**config.mk**
```make
export PLATFORM = sky130hd
export DESIGN_NAME = aes_step_fsm
export DESIGN_NICKNAME = d
export VERILOG_FILES = /design/src/common/aes_ctrl_pkg.sv /design/src/rtl/aes_step_fsm.sv
export VERILOG_INCLUDE_DIRS = /design/src /design/src/common
export SDC_FILE = /design/constraint.sdc
export NUM_CORES = 1
export LEC_CHECK = 0
export BUFFER_PORTS_ARGS = -buffer_cell sky130_fd_sc_hd__clkbuf_2
export CORE_AREA = 3 3 40 42
export DETAILED_ROUTE_END_ITERATION = 10
export DIE_AREA = 0 0 43 45
export PLACE_DENSITY_LB_ADDON = 0.08
export SYNTH_ARGS = -nofsm -noshare
export SYNTH_HDL_FRONTEND = slang
export SYNTH_SLANG_ARGS = --single-unit
```
**constraint.sdc**
```tcl
create_clock -name clk -period 4.13 [get_ports clk]
set_input_delay 0.2065 -clock clk [delete_from_list [all_inputs] [get_ports clk]]
set_output_delay 0.2065 -clock clk [all_outputs]
set_load 0.02 [all_outputs]
```
**src/common/aes_macros.svh**
```systemverilog
`ifndef AES_MACROS_SVH
`define AES_MACROS_SVH

// one block and one cipher key are both this wide
`define AES_BLOCK_BITS 128

`define AES_NUM_BYTES 16
`define AES_NUM_COLS 4

// last round number, also the width of the round counter compare
`define AES_NUM_ROUNDS 4'd10

`endif

```
**src/common/aes_ctrl_pkg.sv**
```systemverilog
package aes_ctrl_pkg;

    // code 3'b110 is unused and falls back to idle in the sequencer
    typedef enum logic [2:0] {
        step_idle = 3'b000,
        step_add  = 3'b001,
        step_sub  = 3'b010,
        step_exp  = 3'b011,
        step_shi  = 3'b100,
        step_mix  = 3'b101,
        step_fin  = 3'b111
    } aes_step_e;

    typedef struct packed {
        aes_step_e  step;  // step carried out at the next edge
        logic       load;  // take plaintext and key at the next edge
        logic [3:0] round;
    } aes_ctrl_t;

endpackage

```
**src/rtl/aes_step_fsm.sv**
```systemverilog
`include "aes_macros.svh"

module aes_step_fsm (
    input  logic                    clk,
    input  logic                    res,
    input  logic                    start,
    output aes_ctrl_pkg::aes_ctrl_t ctrl,
    output logic                    busy,
    output logic                    done
);

    import aes_ctrl_pkg::*;

    aes_step_e  step_q;
    aes_step_e  step_d;
    logic [3:0] round_q;
    logic [3:0] round_d;
    logic       accept;

    assign busy   = (step_q != step_idle) && (step_q != step_fin);
    assign done   = (step_q == step_fin);
    assign accept = start && !busy; // a start during a run is dropped

    always_comb begin
        step_d  = step_q;
        round_d = round_q;
        case (step_q)
            step_idle, step_fin: begin
                if (accept) begin
                    step_d  = step_add;
                    round_d = 4'd0;
                end else begin
                    step_d = step_idle;
                end
            end
            step_add: begin
                if (round_q == `AES_NUM_ROUNDS) begin
                    step_d = step_fin;
                end else begin
                    step_d  = step_sub;
                    round_d = round_q + 4'd1;
                end
            end
            step_sub: step_d = step_exp;
            step_exp: step_d = step_shi;
            step_shi: step_d = (round_q == `AES_NUM_ROUNDS) ? step_add : step_mix; // last round skips mix
            step_mix: step_d = step_add;
            default:  step_d = step_idle;
        endcase
    end

    always_ff @(posedge clk or negedge res) begin
        if (!res) begin
            step_q  <= step_idle;
            round_q <= 4'd0;
        end else begin
            step_q  <= step_d;
            round_q <= round_d;
        end
    end

    assign ctrl = '{step: step_q, load: accept, round: round_q};

endmodule

```
# Word-level counts from Yosys, hierarchy flattened

Index checks and enable logic that the tools add are counted.

Add/subtract/negate cells: 1
$mul: 0
Div/mod/pow operators: 0
$lt $le $gt $ge: 0
Eq/ne operators: 10
Shift operators: 0
Muxes and demuxes: 7
Bitwise logic cells: 0
Reduce and logical (&&, ||, !) cells: 8

Operators with widths:

| cell                                                | count |
|---|---|
| one-hot mux 3 bit (6 select lines)                  | 1 |
| equality test 3 bit, second input constant          | 3 |
| 2-to-1 mux 4 bit                                    | 2 |
| one-hot mux 4 bit (2 select lines)                  | 1 |
| equality test 3 x 2 -> 1 bit, second input constant | 2 |
| 2-to-1 mux 3 bit                                    | 2 |
| adder 4 x 1 -> 4 bit, second input constant         | 1 |
| equality test 4 bit, second input constant          | 1 |
| != test 2 bit, second input constant                | 2 |
| equality test 3 x 1 -> 1 bit, second input constant | 1 |
| logical NOT 3 bit                                   | 1 |
| != test 3 bit, second input constant                | 1 |
| AND reduction 3 bit                                 | 1 |
| nonzero test 3 bit                                  | 1 |
| logical AND 1 bit                                   | 2 |
| nonzero test 2 bit                                  | 1 |
| OR reduction 2 bit                                  | 1 |
| logical NOT 1 bit                                   | 1 |
| 2-to-1 mux 1 bit                                    | 1 |

Bits in registers: 7
Latch bits: 0
RAM bits: 0
Bits in read-only memories: 0
Bits of input ports: 3
Output and inout bits: 10
Word-level logic and storage cells: 28
Memories kept: 0

# Depth between registers and ports, before layout

Word-level depth: 6
Gate-level depth with buffers: 6
Gate-level depth less buffers: 5

# Worst setup path before layout

Ideal clock, no wire load.

Path kind: reg-to-output
From: reg step_q[2]
To: out ctrl[4] (netlist name)
Arrival time: 1.412 ns
Required time: 3.923 ns
Slack: 2.511 ns
Cell stages (with the launch flop): 5
Buffers on the path: 2
Cells stage by stage: dfrtp_1 > buf_2 > and3_1 > o21a_1 > buf_4

Cells in the longest elaborated chain, start to end: 4
Elaborated cells between the ends (all ways): 5
Those cells by class: eq/ne (1); reduce/logical (4)

Ends and longest elaborated chain:

| element                                             | RTL line           | source |
|---|---|---|
| from (decl)                                         | aes_step_fsm.sv:14 | `aes_step_e step_q;` |
| from (signal assigned)                              | aes_step_fsm.sv:54 | `step_q <= step_idle;` |
| from (signal assigned)                              | aes_step_fsm.sv:57 | `step_q <= step_d;` |
| != test 3 bit or nonzero test 3 bit (tied branches) | aes_step_fsm.sv:20 | `assign busy = (step_q != step_idle) && (step_q != step_fin);` |
| logical AND 1 bit (*)                               | aes_step_fsm.sv:20 |  |
| logical NOT 1 bit (*)                               | aes_step_fsm.sv:22 | `assign accept = start && !busy;` |
| logical AND 1 bit (*)                               | aes_step_fsm.sv:22 |  |
| to (decl)                                           | aes_step_fsm.sv:7  | `output aes_ctrl_pkg::aes_ctrl_t ctrl,` |

Mark *: on every way between the ends. The rest lies on a longest branch, timed or not.

==> insert_results.sql <==
INSERT INTO impl_metrics (metric_group, metric, value, unit) VALUES
('sta', 'setup-tns-final', '0', 'ns'),
('critical_path', 'critical-path-slowest-cell', 'dfrtp_1', ''),
('floorplan', 'design.portCount', '13', ''),
('sta', 'grt_setup_unrepaired', 'false', ''),
('finish', 'finalNetCount', '74', ''),
('sta', 'max_freq', '571.4', 'MHz'),
('worst_hold_path', 'worstHoldPathType', 'in2async', ''),
('run_status', 'run_status', 'finished clean', ''),
('yosys', 'dominantRegCellSynth', 'dfrtp_1', ''),
('drt', 'first_iter_violations', '6', ''),
('placement', 'numPortBuffers', '12', ''),
('yosys', 'synth-adder-area-share', '7.407', '%'),
('clocking', 'numClockSinks', '7', ''),
('drt', 'drtAntennaViolNets', '0', ''),
('critical_path', 'cp_slowest_stage_delay', '0.59', 'ns'),
('yosys', 'netlist_area', '506.7', 'um^2'),
('sta', 'post-route-period-util', '42.38', '%'),
('flow_run', 'max-cap-violations', '0', ''),
('drt', 'detailroute.via_count', '441', ''),
('yosys', 'synth_commonest_cells', '7 x dfrtp_1, 5 x nor2_1, 4 x inv_1', ''),
('critical_path', 'critPathRequiredTime', '3.92', 'ns'),
('critical_path', 'r2r-end', 'step_q[2]', ''),
('yosys', 'mappedNetlistNets', '60', ''),
('drt', 'post_drt_wl_per_cell', '12.43', 'um'),
('clocking', 'postCtsResizedCells', '0', ''),
('floorplan', 'die-area', '1935', 'um^2'),
('critical_path', 'crit_path_start_kind', 'flop', ''),
('yosys', 'synth_seq_cells', '7', ''),
('global_route', 'grt_util_all_layers', '12.18', '%'),
('critical_path', 'worstPathArrival', '1.54', 'ns'),
('clocking', 'cts_buffers', '3', ''),
('sta', 'final_critical_path_setup_slack', '2.380', 'ns'),
('critical_path', 'cells_on_worst_reg2reg_path', '5', ''),
('drt', 'post_drt_via_cell_ratio', '5.378', ''),
('critical_path', 'critical_path_depth', '3', ''),
('floorplan', 'num_rows', '13', ''),
('global_route', 'number_of_global_route_vias_before_repair', '362', ''),
('yosys', 'synthSimpleGateAreaFrac', '27.90', '%'),
('yosys', 'synthesis.yosys.warnings', '0', ''),
('placement', 'detailedPlace.worstSlack', '2.601', 'ns'),
('critical_path', 'timing.critical_path.to_type', 'primary output', ''),
('clocking', 'path_clk_slew', '0.06', 'ns'),
('floorplan', 'design.core.area', '1285', 'um^2'),
('drt', 'post-route-drc-count', '0', ''),
('drt', 'drt_first_pass_iters', '4', ''),
('global_route', 'largest_net_degree_at_the_start_of_global_routing', '14', ''),
('power_and_ir_drop', 'powerDensity', '229.8', 'nW/um^2'),
('critical_path', 'crit_path_end', 'ctrl[4]', ''),
('critical_path', 'ff2ff_setup_slack', '2.58', 'ns'),
('finish', 'area_grow_syn2layout', '15.80', '%'),
('yosys', 'compound_cell_area_share_of_the_yosys_netlist', '18.27', '%'),
('global_route', 'antenna_violations_before_repair', '0', ''),
('yosys', 'ys_seq_area_share', '34.57', '%'),
('yosys', 'yosysTopAreaCell', 'dfrtp_1', ''),
('clocking', 'cts-root-buf', 'clkbuf_4', ''),
('sta', 'clock-skew-final', '0.008541', 'ns'),
('global_route', 'grt.overflow.total', '0', ''),
('yosys', 'postSynthAreaPerCell', '9.384', 'um^2'),
('global_route', 'grt_pass1_wl', '1669', 'um'),
('sta', 'timing.max_slew.rel_slack', '67.19', '%'),
('floorplan', 'die_x', '43', 'um'),
('yosys', 'synth_top_family_by_area', 'simple AND/OR/NAND/NOR gates', ''),
('finish', 'antennaDiodeCount', '0', ''),
('clocking', 'postCtsHoldBufs', '1', ''),
('sta', 'slew_viol_final', '0', ''),
('sta', 'final_period_minus_worst_setup_slack', '1.750', 'ns'),
('floorplan', 'start_util', '39.44', '%'),
('critical_path', 'crit_path_cell_trace', 'and3_1 > o21a_1 > clkbuf_2', ''),
('drt', 'detail_route.wirelength', '1019', 'um'),
('clocking', 'clock_insertion_delay_worst_skew', '0.25', 'ns'),
('sta', 'hold_slack', '0.3220', 'ns');
==> area by class of cell <==
class	count	area, um^2
inverters	4	15.01
flip-flops and latches	7	175.2
repair buffers	13	70.07
clock buffers	4	26.28
multi-input cells	39	281.5
well taps	15	18.77
fillers	129	698.2
==> how the worst min path moves through the flow <==
| stage | end | slack, ns | cells past startpoint |
|---|---|---|---|
| 6_report | round_q[3] | 0.32 | 2 |
| 5_1_grt | round_q[3] | 0.33 | 2 |
| 4_1_cts | round_q[3] | 0.33 | 2 |
| 3_5_place_dp | round_q[3] | 0.06 | 1 |
| 3_3_place_gp | round_q[3] | 0.06 | 1 |
| 2_1_floorplan | round_q[0] | -0.09 | 0 |
==> cells by family (layout without fill, tap and decap cells) <==
kind of cell | Yosys count | in the layout
adder cells (fa/ha/maj) | 3 | 3
AO/OA/AOI/OAI | 12 | 12
buffers and inverters | 8 | 21
flip-flops | 7 | 7
AND/OR/NAND/NOR | 23 | 23
multiplexers | 1 | 1
==> placed cells by master (no fill, tap or decap), types with 2 or more instances in the layout <==
cell type,synthesis,final
clkbuf_2,0,12
dfrtp_1,7,7
nor2_1,5,5
inv_1,4,4
nand2_1,3,3
nand3_1,3,3
ha_1,3,3
clkbuf_4,0,3
nor3b_1,2,2
nand3b_1,2,2
o32ai_1,2,2
a21oi_1,2,2
==> layer usage <==
layer	up-vias	global-route usage (%)	share of wire, %
li1	224	-	-
met1	204	15.84	47
met2	11	17.07	45
met3	2	5.976	7.5
met4	0	5.422	0.88
met5	-	0	0
==> sequential cells by signal, indices dropped and copies added (netlist names) <==
| signal | count |
|---|---|
| round_q | 4 |
| step_q | 3 |
==> power by group <==
part / switching, mW / internal (mW)
Sequential: 0 / 0.0687
Combinational: 0.00197 / 0.00148
Clock: 0.0258 / 0.0369
==> through the flow <==
| stage | area, um^2 | total power, mW | utilization, % |
|---|---|---|---|
| finish | 586.8 | 0.1349 | 45.67 |
| global route | 586.8 | 0.1436 | 45.67 |
| CTS | 586.8 | 0.1363 | 45.67 |
| detailed placement | 550.5 | 0.07267 | 42.84 |
| global placement | 550.5 | 0.07267 | 42.84 |
| floorplan | 506.7 | 0.07015 | - |
Note: power is estimated with default switching activity, not from simulation.
